[src/sram_switch_cfg.svh]
`ifndef SRAM_SWITCH_CFG_SVH
`define SRAM_SWITCH_CFG_SVH

// Bank count and the width of a bank index.
`define SW_BANKS 32
`define SW_BANK_W 5

// Packet length in bytes, up to 511.
`define SW_LEN_W 9

// Free space per bank, counted in 8-byte cells.
`define SW_FREE_W 11
`define SW_BANK_CELLS 1024

// Packets stored per bank.
`define SW_CNT_W 9

// Write ports sharing the bank table.
`define SW_PORTS 2

`endif

[src/sram_switch_pkg.sv]
`default_nettype none

`include "sram_switch_cfg.svh"

package sram_switch_pkg;

    // Matcher progress through the bank table.
    // Done and fail hold until the enable falls.
    typedef enum logic [1:0] {
        st_idle,
        st_scan,
        st_done,
        st_fail
    } scan_state_t;

    // Update applied to one bank of the table.
    typedef enum logic [1:0] {
        op_none,
        op_commit,
        op_release
    } table_op_t;

    // Status of one bank as seen by a scanning port.
    // Accessible comes from the disable mask, not from a register.
    typedef struct packed {
        logic                  accessible;
        logic [`SW_FREE_W-1:0] free_space;
        logic [`SW_CNT_W-1:0]  packet_amount;
    } bank_status_t;

endpackage

`default_nettype wire

[src/bank_scan_if.sv]
`timescale 1ns/1ps
`default_nettype none

`include "sram_switch_cfg.svh"

interface bank_scan_if;

    // Four-phase request and grant to the shared table.
    logic arb_req;
    logic arb_ack;

    // Scan read, answered combinationally by the table.
    logic [`SW_BANK_W-1:0]        scan_bank;
    sram_switch_pkg::bank_status_t scan_status;

    // Single-cycle commit of the chosen bank.
    sram_switch_pkg::table_op_t commit_op;
    logic [`SW_BANK_W-1:0]      commit_bank;
    logic [`SW_FREE_W-1:0]      commit_cells;

    modport port_side (
        output arb_req, scan_bank, commit_op, commit_bank, commit_cells,
        input  arb_ack, scan_status
    );

    modport table_side (
        input  arb_req, scan_bank, commit_op, commit_bank, commit_cells,
        output arb_ack, scan_status
    );

endinterface

`default_nettype wire

[src/port_wr_sram_matcher.sv]
`timescale 1ns/1ps
`default_nettype none

`include "sram_switch_cfg.svh"

module port_wr_sram_matcher (
    input  logic                          clk,
    input  logic                          rst_n,
    input  logic [`SW_BANK_W-1:0]         match_threshold,
    input  logic [`SW_LEN_W-1:0]          new_length,
    input  logic                          match_enable,
    input  sram_switch_pkg::bank_status_t matching_status,
    output logic [`SW_BANK_W-1:0]         matching_sram,
    output logic                          match_suc,
    output logic                          match_fail,
    output logic [`SW_BANK_W-1:0]         matching_best_sram
);

    sram_switch_pkg::scan_state_t state;
    logic [`SW_FREE_W-1:0]        cells_needed;
    logic [`SW_CNT_W-1:0]         max_amount;
    logic                         found;
    logic                         hit;
    logic                         last;

    // One cell per whole 8 bytes, plus one.
    assign cells_needed = {{(`SW_FREE_W-`SW_LEN_W+3){1'b0}}, new_length[`SW_LEN_W-1:3]} + 1'b1;

    // Bank qualifies and is at least as full as the best so far.
    // The >= lets a later index win a tie.
    assign hit = matching_status.accessible
              && (matching_status.free_space >= cells_needed)
              && (!found || (matching_status.packet_amount >= max_amount));

    assign last = (matching_sram == match_threshold);

    always_ff @(posedge clk) begin
        if (!rst_n) begin
            state         <= sram_switch_pkg::st_idle;
            matching_sram <= '0;
            found         <= 1'b0;
            match_suc     <= 1'b0;
            match_fail    <= 1'b0;
        end else begin
            // Result flags are one-cycle pulses.
            match_suc  <= 1'b0;
            match_fail <= 1'b0;
            if (!match_enable) begin
                // Grant gone, park at bank 0.
                state         <= sram_switch_pkg::st_idle;
                matching_sram <= '0;
                found         <= 1'b0;
            end else begin
                case (state)
                    sram_switch_pkg::st_idle: begin
                        state         <= sram_switch_pkg::st_scan;
                        matching_sram <= '0;
                        found         <= 1'b0;
                    end
                    sram_switch_pkg::st_scan: begin
                        if (hit) begin
                            found <= 1'b1;
                        end
                        if (last) begin
                            // Last bank seen this cycle still counts.
                            state      <= (found || hit) ? sram_switch_pkg::st_done
                                                         : sram_switch_pkg::st_fail;
                            match_suc  <= found || hit;
                            match_fail <= !(found || hit);
                        end else begin
                            matching_sram <= matching_sram + 1'b1;
                        end
                    end
                    sram_switch_pkg::st_done, sram_switch_pkg::st_fail: begin
                        // Hold until the port drops its grant.
                    end
                endcase
            end
        end
    end

    // Best bank and its count so far.
    always_ff @(posedge clk) begin
        if (match_enable && (state == sram_switch_pkg::st_scan) && hit) begin
            matching_best_sram <= matching_sram;
            max_amount         <= matching_status.packet_amount;
        end
    end

endmodule

`default_nettype wire

[src/port_wr_allocator.sv]
`timescale 1ns/1ps
`default_nettype none

`include "sram_switch_cfg.svh"

module port_wr_allocator (
    input  logic                  clk,
    input  logic                  rst_n,
    input  logic [`SW_BANK_W-1:0] scan_limit,
    input  logic                  wr_req,
    input  logic [`SW_LEN_W-1:0]  wr_length,
    output logic                  wr_ack,
    output logic [`SW_BANK_W-1:0] wr_bank,
    output logic                  wr_fail,
    bank_scan_if.port_side        bus
);

    // Port sequence from outside request to completed handshake.
    typedef enum logic [2:0] {
        al_idle,
        al_wait,
        al_commit,
        al_drop,
        al_ack
    } alloc_state_t;

    alloc_state_t          state;
    logic [`SW_LEN_W-1:0]  length_q;
    logic [`SW_FREE_W-1:0] cells_q;
    logic                  arb_req_q;
    logic                  match_enable;
    logic                  match_suc;
    logic                  match_fail;
    logic [`SW_BANK_W-1:0] best_bank;

    // Matcher runs only while the table is ours.
    assign match_enable = arb_req_q && bus.arb_ack;

    assign bus.arb_req      = arb_req_q;
    assign bus.commit_op    = (state == al_commit) ? sram_switch_pkg::op_commit
                                                   : sram_switch_pkg::op_none;
    assign bus.commit_bank  = wr_bank;
    assign bus.commit_cells = cells_q;

    port_wr_sram_matcher i_port_wr_sram_matcher (
        .clk                (clk),
        .rst_n              (rst_n),
        .match_threshold    (scan_limit),
        .new_length         (length_q),
        .match_enable       (match_enable),
        .matching_status    (bus.scan_status),
        .matching_sram      (bus.scan_bank),
        .match_suc          (match_suc),
        .match_fail         (match_fail),
        .matching_best_sram (best_bank)
    );

    always_ff @(posedge clk) begin
        if (!rst_n) begin
            state     <= al_idle;
            arb_req_q <= 1'b0;
            wr_ack    <= 1'b0;
            wr_fail   <= 1'b0;
        end else begin
            case (state)
                al_idle: begin
                    // Ask for the table one cycle after the request.
                    if (wr_req) begin
                        arb_req_q <= 1'b1;
                        state     <= al_wait;
                    end
                end
                al_wait: begin
                    if (match_suc) begin
                        wr_fail <= 1'b0;
                        state   <= al_commit;
                    end else if (match_fail) begin
                        // Nothing to commit, hand the table back now.
                        wr_fail   <= 1'b1;
                        arb_req_q <= 1'b0;
                        state     <= al_drop;
                    end
                end
                al_commit: begin
                    // Table applies the commit at this edge.
                    arb_req_q <= 1'b0;
                    state     <= al_drop;
                end
                al_drop: begin
                    // Wait for the grant to clear before answering.
                    if (!bus.arb_ack) begin
                        wr_ack <= 1'b1;
                        state  <= al_ack;
                    end
                end
                al_ack: begin
                    if (!wr_req) begin
                        wr_ack  <= 1'b0;
                        wr_fail <= 1'b0;
                        state   <= al_idle;
                    end
                end
                default: begin
                    state <= al_idle;
                end
            endcase
        end
    end

    // Request payload and the chosen bank.
    always_ff @(posedge clk) begin
        if ((state == al_idle) && wr_req) begin
            length_q <= wr_length;
            cells_q  <= {{(`SW_FREE_W-`SW_LEN_W+3){1'b0}}, wr_length[`SW_LEN_W-1:3]} + 1'b1;
        end
        if ((state == al_wait) && match_suc) begin
            wr_bank <= best_bank;
        end
    end

endmodule

`default_nettype wire

[src/bank_table_arbiter.sv]
`timescale 1ns/1ps
`default_nettype none

`include "sram_switch_cfg.svh"

module bank_table_arbiter (
    input  logic                  clk,
    input  logic                  rst_n,
    input  logic [`SW_BANKS-1:0]  bank_disable,
    input  logic                  rel_valid,
    input  logic [`SW_BANK_W-1:0] rel_bank,
    input  logic [`SW_LEN_W-1:0]  rel_length,
    bank_scan_if.table_side       bus0,
    bank_scan_if.table_side       bus1
);

    localparam logic [`SW_FREE_W-1:0] bank_full = `SW_BANK_CELLS;
    localparam logic [`SW_CNT_W-1:0]  cnt_one   = 1;

    // Per-bank free cells and stored packet count.
    logic [`SW_FREE_W-1:0] bank_free  [`SW_BANKS];
    logic [`SW_CNT_W-1:0]  bank_count [`SW_BANKS];

    // Arbiter state.
    logic [`SW_PORTS-1:0] req;
    logic                 busy;
    logic                 owner;
    logic                 prio;

    // Updates seen this cycle.
    sram_switch_pkg::table_op_t com_op;
    sram_switch_pkg::table_op_t rel_op;
    logic [`SW_BANK_W-1:0]      com_bank;
    logic [`SW_FREE_W-1:0]      com_cells;
    logic [`SW_FREE_W-1:0]      rel_cells;
    logic [`SW_BANKS-1:0]       take_sel;
    logic [`SW_BANKS-1:0]       give_sel;

    assign req = {bus1.arb_req, bus0.arb_req};

    // Ack follows the held grant.
    assign bus0.arb_ack = busy && (owner == 1'b0);
    assign bus1.arb_ack = busy && (owner == 1'b1);

    // Round robin between the two ports.
    // Priority moves past the owner once its request falls.
    always_ff @(posedge clk) begin
        if (!rst_n) begin
            busy  <= 1'b0;
            owner <= 1'b0;
            prio  <= 1'b0;
        end else if (!busy) begin
            if (req[prio]) begin
                busy  <= 1'b1;
                owner <= prio;
            end else if (req[!prio]) begin
                busy  <= 1'b1;
                owner <= !prio;
            end
        end else if (!req[owner]) begin
            busy <= 1'b0;
            prio <= !owner;
        end
    end

    // Scan reads for each port.
    assign bus0.scan_status = '{accessible:    !bank_disable[bus0.scan_bank],
                                free_space:    bank_free[bus0.scan_bank],
                                packet_amount: bank_count[bus0.scan_bank]};
    assign bus1.scan_status = '{accessible:    !bank_disable[bus1.scan_bank],
                                free_space:    bank_free[bus1.scan_bank],
                                packet_amount: bank_count[bus1.scan_bank]};

    // Only the granted port may commit.
    always_comb begin
        com_op    = sram_switch_pkg::op_none;
        com_bank  = bus0.commit_bank;
        com_cells = bus0.commit_cells;
        if (busy) begin
            if (owner == 1'b0) begin
                com_op = bus0.commit_op;
            end else begin
                com_op    = bus1.commit_op;
                com_bank  = bus1.commit_bank;
                com_cells = bus1.commit_cells;
            end
        end
    end

    assign rel_op    = rel_valid ? sram_switch_pkg::op_release : sram_switch_pkg::op_none;
    assign rel_cells = {{(`SW_FREE_W-`SW_LEN_W+3){1'b0}}, rel_length[`SW_LEN_W-1:3]} + 1'b1;

    // Decode which bank each update touches.
    always_comb begin
        for (int i = 0; i < `SW_BANKS; i++) begin
            take_sel[i] = (com_op == sram_switch_pkg::op_commit)
                       && (com_bank == i[`SW_BANK_W-1:0]);
            give_sel[i] = (rel_op == sram_switch_pkg::op_release)
                       && (rel_bank == i[`SW_BANK_W-1:0]);
        end
    end

    // Commit and release on the same bank add up.
    always_ff @(posedge clk) begin
        if (!rst_n) begin
            for (int i = 0; i < `SW_BANKS; i++) begin
                bank_free[i]  <= bank_full;
                bank_count[i] <= '0;
            end
        end else begin
            for (int i = 0; i < `SW_BANKS; i++) begin
                bank_free[i]  <= bank_free[i]
                               - (take_sel[i] ? com_cells : '0)
                               + (give_sel[i] ? rel_cells : '0);
                bank_count[i] <= bank_count[i]
                               + (take_sel[i] ? cnt_one : '0)
                               - (give_sel[i] ? cnt_one : '0);
            end
        end
    end

endmodule

`default_nettype wire

[src/sram_switch_top.sv]
`timescale 1ns/1ps
`default_nettype none

`include "sram_switch_cfg.svh"

module sram_switch_top (
    input  logic                  clk,
    input  logic                  rst_n,
    input  logic [`SW_BANK_W-1:0] scan_limit,
    input  logic [`SW_BANKS-1:0]  bank_disable,
    input  logic                  wr_req_0,
    input  logic [`SW_LEN_W-1:0]  wr_length_0,
    output logic                  wr_ack_0,
    output logic [`SW_BANK_W-1:0] wr_bank_0,
    output logic                  wr_fail_0,
    input  logic                  wr_req_1,
    input  logic [`SW_LEN_W-1:0]  wr_length_1,
    output logic                  wr_ack_1,
    output logic [`SW_BANK_W-1:0] wr_bank_1,
    output logic                  wr_fail_1,
    input  logic                  rel_valid,
    input  logic [`SW_BANK_W-1:0] rel_bank,
    input  logic [`SW_LEN_W-1:0]  rel_length
);

    // One table link per write port.
    bank_scan_if bus0 ();
    bank_scan_if bus1 ();

    port_wr_allocator i_port_wr_allocator_0 (
        .clk        (clk),
        .rst_n      (rst_n),
        .scan_limit (scan_limit),
        .wr_req     (wr_req_0),
        .wr_length  (wr_length_0),
        .wr_ack     (wr_ack_0),
        .wr_bank    (wr_bank_0),
        .wr_fail    (wr_fail_0),
        .bus        (bus0.port_side)
    );

    port_wr_allocator i_port_wr_allocator_1 (
        .clk        (clk),
        .rst_n      (rst_n),
        .scan_limit (scan_limit),
        .wr_req     (wr_req_1),
        .wr_length  (wr_length_1),
        .wr_ack     (wr_ack_1),
        .wr_bank    (wr_bank_1),
        .wr_fail    (wr_fail_1),
        .bus        (bus1.port_side)
    );

    // Shared bank status table.
    bank_table_arbiter i_bank_table_arbiter (
        .clk          (clk),
        .rst_n        (rst_n),
        .bank_disable (bank_disable),
        .rel_valid    (rel_valid),
        .rel_bank     (rel_bank),
        .rel_length   (rel_length),
        .bus0         (bus0.table_side),
        .bus1         (bus1.table_side)
    );

endmodule

`default_nettype wire

[config.mk]
export PLATFORM = sky130hd
export DESIGN_NAME = sram_switch_top
export DESIGN_NICKNAME = d
export VERILOG_FILES = /design/src/sram_switch_pkg.sv /design/src/bank_scan_if.sv /design/src/port_wr_sram_matcher.sv /design/src/port_wr_allocator.sv /design/src/bank_table_arbiter.sv /design/src/sram_switch_top.sv
export VERILOG_INCLUDE_DIRS = /design/src
export SDC_FILE = /design/constraint.sdc
export NUM_CORES = 2
export LEC_CHECK = 0
export BUFFER_PORTS_ARGS = -buffer_cell sky130_fd_sc_hd__buf_2
export CAP_MARGIN = 15
export CORE_MARGIN = 8
export CORE_UTILIZATION = 45
export CTS_CLUSTER_DIAMETER = 150
export DETAILED_ROUTE_END_ITERATION = 10
export GPL_TIMING_DRIVEN = 1
export SLEW_MARGIN = 20
export SYNTH_ARGS = -nofsm -noshare
export SYNTH_HDL_FRONTEND = slang
export SYNTH_SLANG_ARGS = --single-unit
[constraint.sdc]
create_clock -name clk -period 9.2 [get_ports clk]
set_clock_uncertainty 0.2 [all_clocks]
set_input_delay 1.84 -clock clk [delete_from_list [all_inputs] [get_ports clk]]
set_output_delay 1.84 -clock clk [all_outputs]
set_load 0.01 [all_outputs]
# ---- After elaboration in Yosys (flattened, before gate mapping)
# Memory sizes are Yosys's and may differ from the RTL's. A register that Yosys moved wholly into a read port is not among the register bits.
# Index checks and enable logic that the tools add are counted.
dict set report totals {
  ff_bits 113
  latch_bits 0
  ram_bits 640
  mem_bits_ro 0
  in_bits 74
  mem_count 2
}
# memory depth word_bits read_ports rd_ports_with_merged_regs wr line
set mem_list {}
lappend mem_list {i_bank_table_arbiter.bank_free 32 11 34 2 32 bank_table_arbiter.sv:21} ;# logic [`SW_FREE_W-1:0] bank_free [`SW_BANKS];
lappend mem_list {i_bank_table_arbiter.bank_count 32 9 34 2 32 bank_table_arbiter.sv:22} ;# logic [`SW_CNT_W-1:0] bank_count [`SW_BANKS];
dict set report classes {
  add_sub_neg 135
  n_mul 0
  n_div 0
  n_lt_le_gt_ge 9
  n_eq_ne 94
  shift 0
  n_mux 273
  bitwise 67
  n_reduce_logical 127
}
# operator count
set ops {}
lappend ops {{11-bit 2-to-1 mux} 98}
lappend ops {{11-bit adder} 32}
lappend ops {{11-bit subtractor} 32}
lappend ops {{9-bit adder} 32}
lappend ops {{9-bit 2-to-1 mux} 32}
lappend ops {{9-bit subtractor} 32}
lappend ops {{5-bit == test (second input constant)} 32}
lappend ops {{1-bit 2-to-1 mux} 101}
lappend ops {{5-bit by 4-bit == test with 1-bit output (second input constant)} 16}
lappend ops {{1-bit logical AND} 80}
lappend ops {{1-bit bitwise OR} 64}
lappend ops {{5-bit 2-to-1 mux} 12}
lappend ops {{5-bit by 3-bit == test with 1-bit output (second input constant)} 8}
lappend ops {{6-bit by 1-bit adder with 7-bit output (second input constant)} 5}
lappend ops {{2-bit != test (second input constant)} 16}
lappend ops {{3-bit 2-to-1 mux} 10}
lappend ops {{3-bit case mux with 5 select lines} 2}
lappend ops {{4-bit AND reduction} 6}
lappend ops {{11-bit >= comparator} 2}
lappend ops {{5-bit by 2-bit == test with 1-bit output (second input constant)} 4}
lappend ops {{5-bit case mux with 2 select lines} 2}
lappend ops {{2-bit AND reduction} 10}
lappend ops {{9-bit >= comparator} 2}
lappend ops {{2-bit nonzero test} 7}
lappend ops {{24 further kinds} 68}

# ---- Depth between registers and ports, before layout
dict set report depth {
  ltp_word 10
  mapped_depth 21
}

# ---- Cells and area by module
# A second synthesis with hierarchy kept.
dict set report unflattened {
  cells_unflattened 7360
  area_unflattened_um2 66990.5
}
# module instances cells_each area_each_um2
set by_module_without_submodules {}
lappend by_module_without_submodules {bank_table_arbiter 1 6904 61815.5}
lappend by_module_without_submodules {port_wr_sram_matcher 2 136 1412.6}
lappend by_module_without_submodules {port_wr_allocator 2 92 1174.9}

# ---- Least setup slack after synthesis
# Ideal clock, no wire load.
dict set report synth_timing {
  path_kind {input-to-reg}
  startpoint {input rel_bank[3]}
  endpoint {memory i_bank_table_arbiter.bank_free[12][10] (netlist bit)}
  t_arrival_ns 5.156
  t_required_ns 8.874
  setup_slack_ns 3.719
  stages 14
  path_cell_list {clkbuf_1 nand3_1 nor3_1 nand2_1 fa_1 inv_1 fa_1 a21o_1 a21oi_1 nor2b_1 o21a_1 o41ai_1 o2111ai_1 a21boi_0}
}
# element line
set synth_lines {}
lappend synth_lines {{start, declared} sram_switch_top.sv:22} ;# input logic [`SW_BANK_W-1:0] rel_bank,
lappend synth_lines {{end, declared} bank_table_arbiter.sv:21}

==> out/summary.md <==
## Floorplanning
* 139,000 sq um — core box area
* 390 microns — die outline width
* 137 — row count
* 152,000 sq um — area of the die
* 390 microns — die height
* 88 — Boundary Pins
* 0.452 — Initial Util

## Clock network
* 0 — number of gates resized after cts
* 0 — post-CTS setup buffer count
* 0 — hold-fix buffers at CTS
* yes — clock tree from TritonCTS
* 3 — number of H-tree levels
* 3 — maximum count of clock buffers along a single path
* sky130_fd_sc_hd__clkbuf_16 — Root Driver
* 0.06 ns — CTS clock-pin slew for the worst setup and hold paths
* 0.72 ns — insertion delay to the later sink of the worst-skew pair
* 93 — clock buffers created by TritonCTS
* 749 — clk sink count

## Synth
* 749 — number of flip-flops and latches in the synthesized netlist
* 8,057 — net count after synthesis
* 0.216 — adder-cell share of the synthesized area
* 7,048 — Post-Syn Instances
* 0.100 — area fraction in compound gates after synthesis
* 0 — number of warnings issued by yosys
* adder cells — dominant combinational cell family by area after synthesis
* 0.0626 — xor-xnor portion of the synthesized cell area
* 0.248 — sequential element share of the synthesized area
* 79 — number of distinct library cells after synthesis
* 64 — number of enable flip-flop cells after synthesis
* 0.147 — simple-gate area share of the yosys netlist
* sky130_fd_sc_hd__dfxtp_1 — prevailing post-synth register cell
* 0.134 — share of synthesized area spent on multiplexers
* 0 — async set or reset register ratio after synthesis
* 8.93 sq um — syn_area_per_cell
* 62,900 sq um — post-synth design cell area

## Power and ir drop
* 0.213 — share of total power in the clock network
* 0.408 — sw frac
* 0.0297 uW — standby leakage power
* 0.517 — Comb pwr share
* 10,700 uW — P_int
* 0.000176 V — Max rail drop VDD
* 7370 uW — power spent charging and discharging nets
* 0.270 — sequential power share
* 264 nW/um^2 — total power divided by cell area

## Status
* completed — run status

## Final layout
* 8,040 — layout net count
* 8.63% — area grow syn2layout
* 0.491 — post-route core utilization
* 13,100 — number of inserted filler cells in the final layout
* 0.0953 — share of cells above drive strength 1

## Critical path
* buf_2 -> ha_1 -> xor2_4 -> buf_4 -> nand2_1 -> fa_1 -> inv_1 -> ha_1 -> a21o_1 -> a21oi_1 -> nor2b_1 -> o21a_1 -> o41ai_1 -> o2111ai_1 -> a21boi_0 — cells along the critical path
* input pin to register — kind of critical path
* compound AO/OA/AOI/OAI gates — cell family with most CP delay
* sky130_fd_sc_hd__xor2_4 — cell with the biggest individual delay on the critical path
* 9.59 ns — Worst Path Required
* sky130_fd_sc_hd__ha_1 — most used cell along the critical path
* 0.89 ns — maximum single-stage delay on the critical path
* register — crit end category
* input pin — Worst setup SP type
* 35 — top fanout value on the critical path
* 3 — sum of buffers and inverters on the critical path
* 7.08 ns — critical path arrival

## STA
* 2.51 ns — slack of the critical path
* 0.224 ns — hold slack final
* 0 ns — Fin Setup TNS
* false — setup repair after global routing missed its margin
* 0 — Final Max Tran Viols
* 0.727 — Period Utilization, post-route
* 6.69 ns — final period demand of the worst path
* 0 — total of endpoints with negative setup slack in the final report
* 1.17 ns — worst-margin pin slew
* 0.218 — worst relative slew slack
* 0 — total count of hold-check failures in the final report
* 0.150 GHz — Fmax achieved

## Routing
* 0 — number of remaining DRC errors
* 48,900 — detailed-route via count
* 6 — number of iterations in the first detailed-routing pass
* 3,269 — initial DRC count
* 178,000 microns — sum of routed wire length over all layers
* 19.8 microns — mean routed wirelength per cell
* 0 — Antenna Violating Nets Remaining
* 5.44 — average via count per standard cell

## GRT
* 181 — pin count of the biggest net entering global routing
* 0 — total gr overflow
* 11 — number of antenna violations at the first check in global routing
* 48,200 — vias in the first global route
* 278,000 microns — wire length of the first global-routing pass
* 0.231 — Total Routing Usage GR

## Place
* 0.901 — gp weighted congestion
* 78 — I/O Buffers
* 2.02 ns — worst slack, placed
* 131,000 microns — post-DP HPWL

## Worst hold path
* register to register — hold crit path type

## Job
* 0 — number of maximum-capacitance violations

[flip-flops by register name (all words and copies together) (netlist names), 6 cells and up, named ones only]
name / count
i_bank_table_arbiter.bank_free: 352
i_bank_table_arbiter.bank_count: 288
i_port_wr_allocator_0.i_port_wr_sram_matcher.max_amount: 9
i_port_wr_allocator_1.i_port_wr_sram_matcher.max_amount: 9
i_port_wr_allocator_0.bus.commit_cells: 7
i_port_wr_allocator_1.bus.commit_cells: 7
i_port_wr_allocator_0.length_q: 6
i_port_wr_allocator_1.length_q: 6
[Yosys cell counts, drive strengths merged, types with 4 or more instances]
master,instances,area share
nor3b,30,0.0036
o2111ai,24,0.0033
a21oi,330,0.026
nor2,864,0.052
nor3,197,0.016
o21a,33,0.0039
a2111o,25,0.0045
nand2b,38,0.0038
nand2,462,0.028
nand3,62,0.0049
edfxtp,64,0.031
a211oi,4,0.00048
clkbuf,159,0.010
and3,23,0.0023
nand4,9,0.00089
a31o,4,0.00056
xor2,235,0.033
a31oi,14,0.0014
or3,20,0.0020
mux2,19,0.0034
nand3b,13,0.0016
inv,1253,0.075
mux4,348,0.12
nor4,31,0.0031
ha,679,0.13
o211ai,4,0.00048
or4,7,0.00089
a41oi,25,0.0035
o31a,6,0.00083
o41a,4,0.00072
and2,124,0.012
o21ai,184,0.015
fa,256,0.081
o21bai,39,0.0047
a21o,173,0.021
buf,77,0.0071
xnor2,215,0.030
a22oi,6,0.00072
a21boi,51,0.0061
nor2b,138,0.014
or2,19,0.0019
dfxtp,685,0.22
o31ai,5,0.00082
o41ai,28,0.0039
mux2i,33,0.0052
[cell usage in the layout (no fill, tap or decap), types with 64 or more instances in the layout]
master,n
sky130_fd_sc_hd__and2_1,124
sky130_fd_sc_hd__clkbuf_16,95
sky130_fd_sc_hd__ha_1,679
sky130_fd_sc_hd__nor2b_1,138
sky130_fd_sc_hd__o21ai_0,184
sky130_fd_sc_hd__nand2_1,462
sky130_fd_sc_hd__buf_2,77
sky130_fd_sc_hd__a21oi_1,329
sky130_fd_sc_hd__fa_1,256
sky130_fd_sc_hd__nor3_1,195
sky130_fd_sc_hd__a21o_1,173
sky130_fd_sc_hd__xnor2_1,212
sky130_fd_sc_hd__xor2_1,234
sky130_fd_sc_hd__edfxtp_1,64
sky130_fd_sc_hd__dfxtp_1,678
sky130_fd_sc_hd__nor2_1,864
sky130_fd_sc_hd__mux4_2,340
sky130_fd_sc_hd__inv_1,1250
[metrics by stage]
step,area (sq um),std cells,total power (uW)
after global placement,65200,8812,13900
after CTS,68300,8983,18100
after global routing,68400,8983,19600
final,68400,8988,18100
after detailed placement,65200,8812,14200
after floorplan,62900,7048,12200
[power groups by stage]
| stage | Clock, uW | Combinational (uW) | Sequential [uW] |
|---|---|---|---|
| global placement | 0 | 9000 | 4900 |
| finish | 3850 | 9340 | 4880 |
| global route | 4040 | 10600 | 4990 |
| floorplan | 0 | 7560 | 4660 |
| detailed placement | 0 | 9230 | 4930 |
| CTS | 3930 | 9310 | 4870 |
[per-layer routing]
metal  part of all wire  vias up  wire [microns]  track usage
li1                   -    23500               -            -
met1               0.46    23800           81000        0.318
met2               0.44     1230           79100        0.366
met3              0.064      301           11400       0.0428
met4              0.035        6            6250       0.0757
met5            0.00023        -              41            0
[kinds of logic after synthesis]
logic type               Yosys count
multiplexers                     400
AND/OR/NAND/NOR                 2045
AO/OA/AOI/OAI                    978
XOR/XNOR                         450
adder cells (fa/ha/maj)          935
buffers and inverters           1491
flip-flops                       749
[final timing paths]
path                      start                                            endpoint  slack, ns  depth (start not counted)
hold reg to reg        register  i_port_wr_allocator_1.bus.commit_bank[1]$_DFFE_PP_       0.22                          0
hold / removal         register  i_port_wr_allocator_1.bus.commit_bank[1]$_DFFE_PP_       0.22                          0
setup reg to reg       register                                            register       3.51                         12
setup / recovery  rel_length[3]    i_bank_table_arbiter.bank_free[0][10]$_SDFF_PN1_       2.51                         15
[area by class of cell]
type | count | area [sq um] | area share
Inverter | 1254 | 4710 | 0.0690
Clock inverter | 27 | 352 | 0.00514
Timing Repair Buffer | 125 | 812 | 0.0119
Sequential cell | 749 | 15700 | 0.229
Clock buffer | 144 | 2810 | 0.0411
Tap cell | 1876 | 2350 | 0.0343
Multi-Input combinational cell | 4808 | 41700 | 0.609
Antenna cell | 5 | 12.5 | 0.000183
No activity file was read; power rests on OpenSTA's default activity.
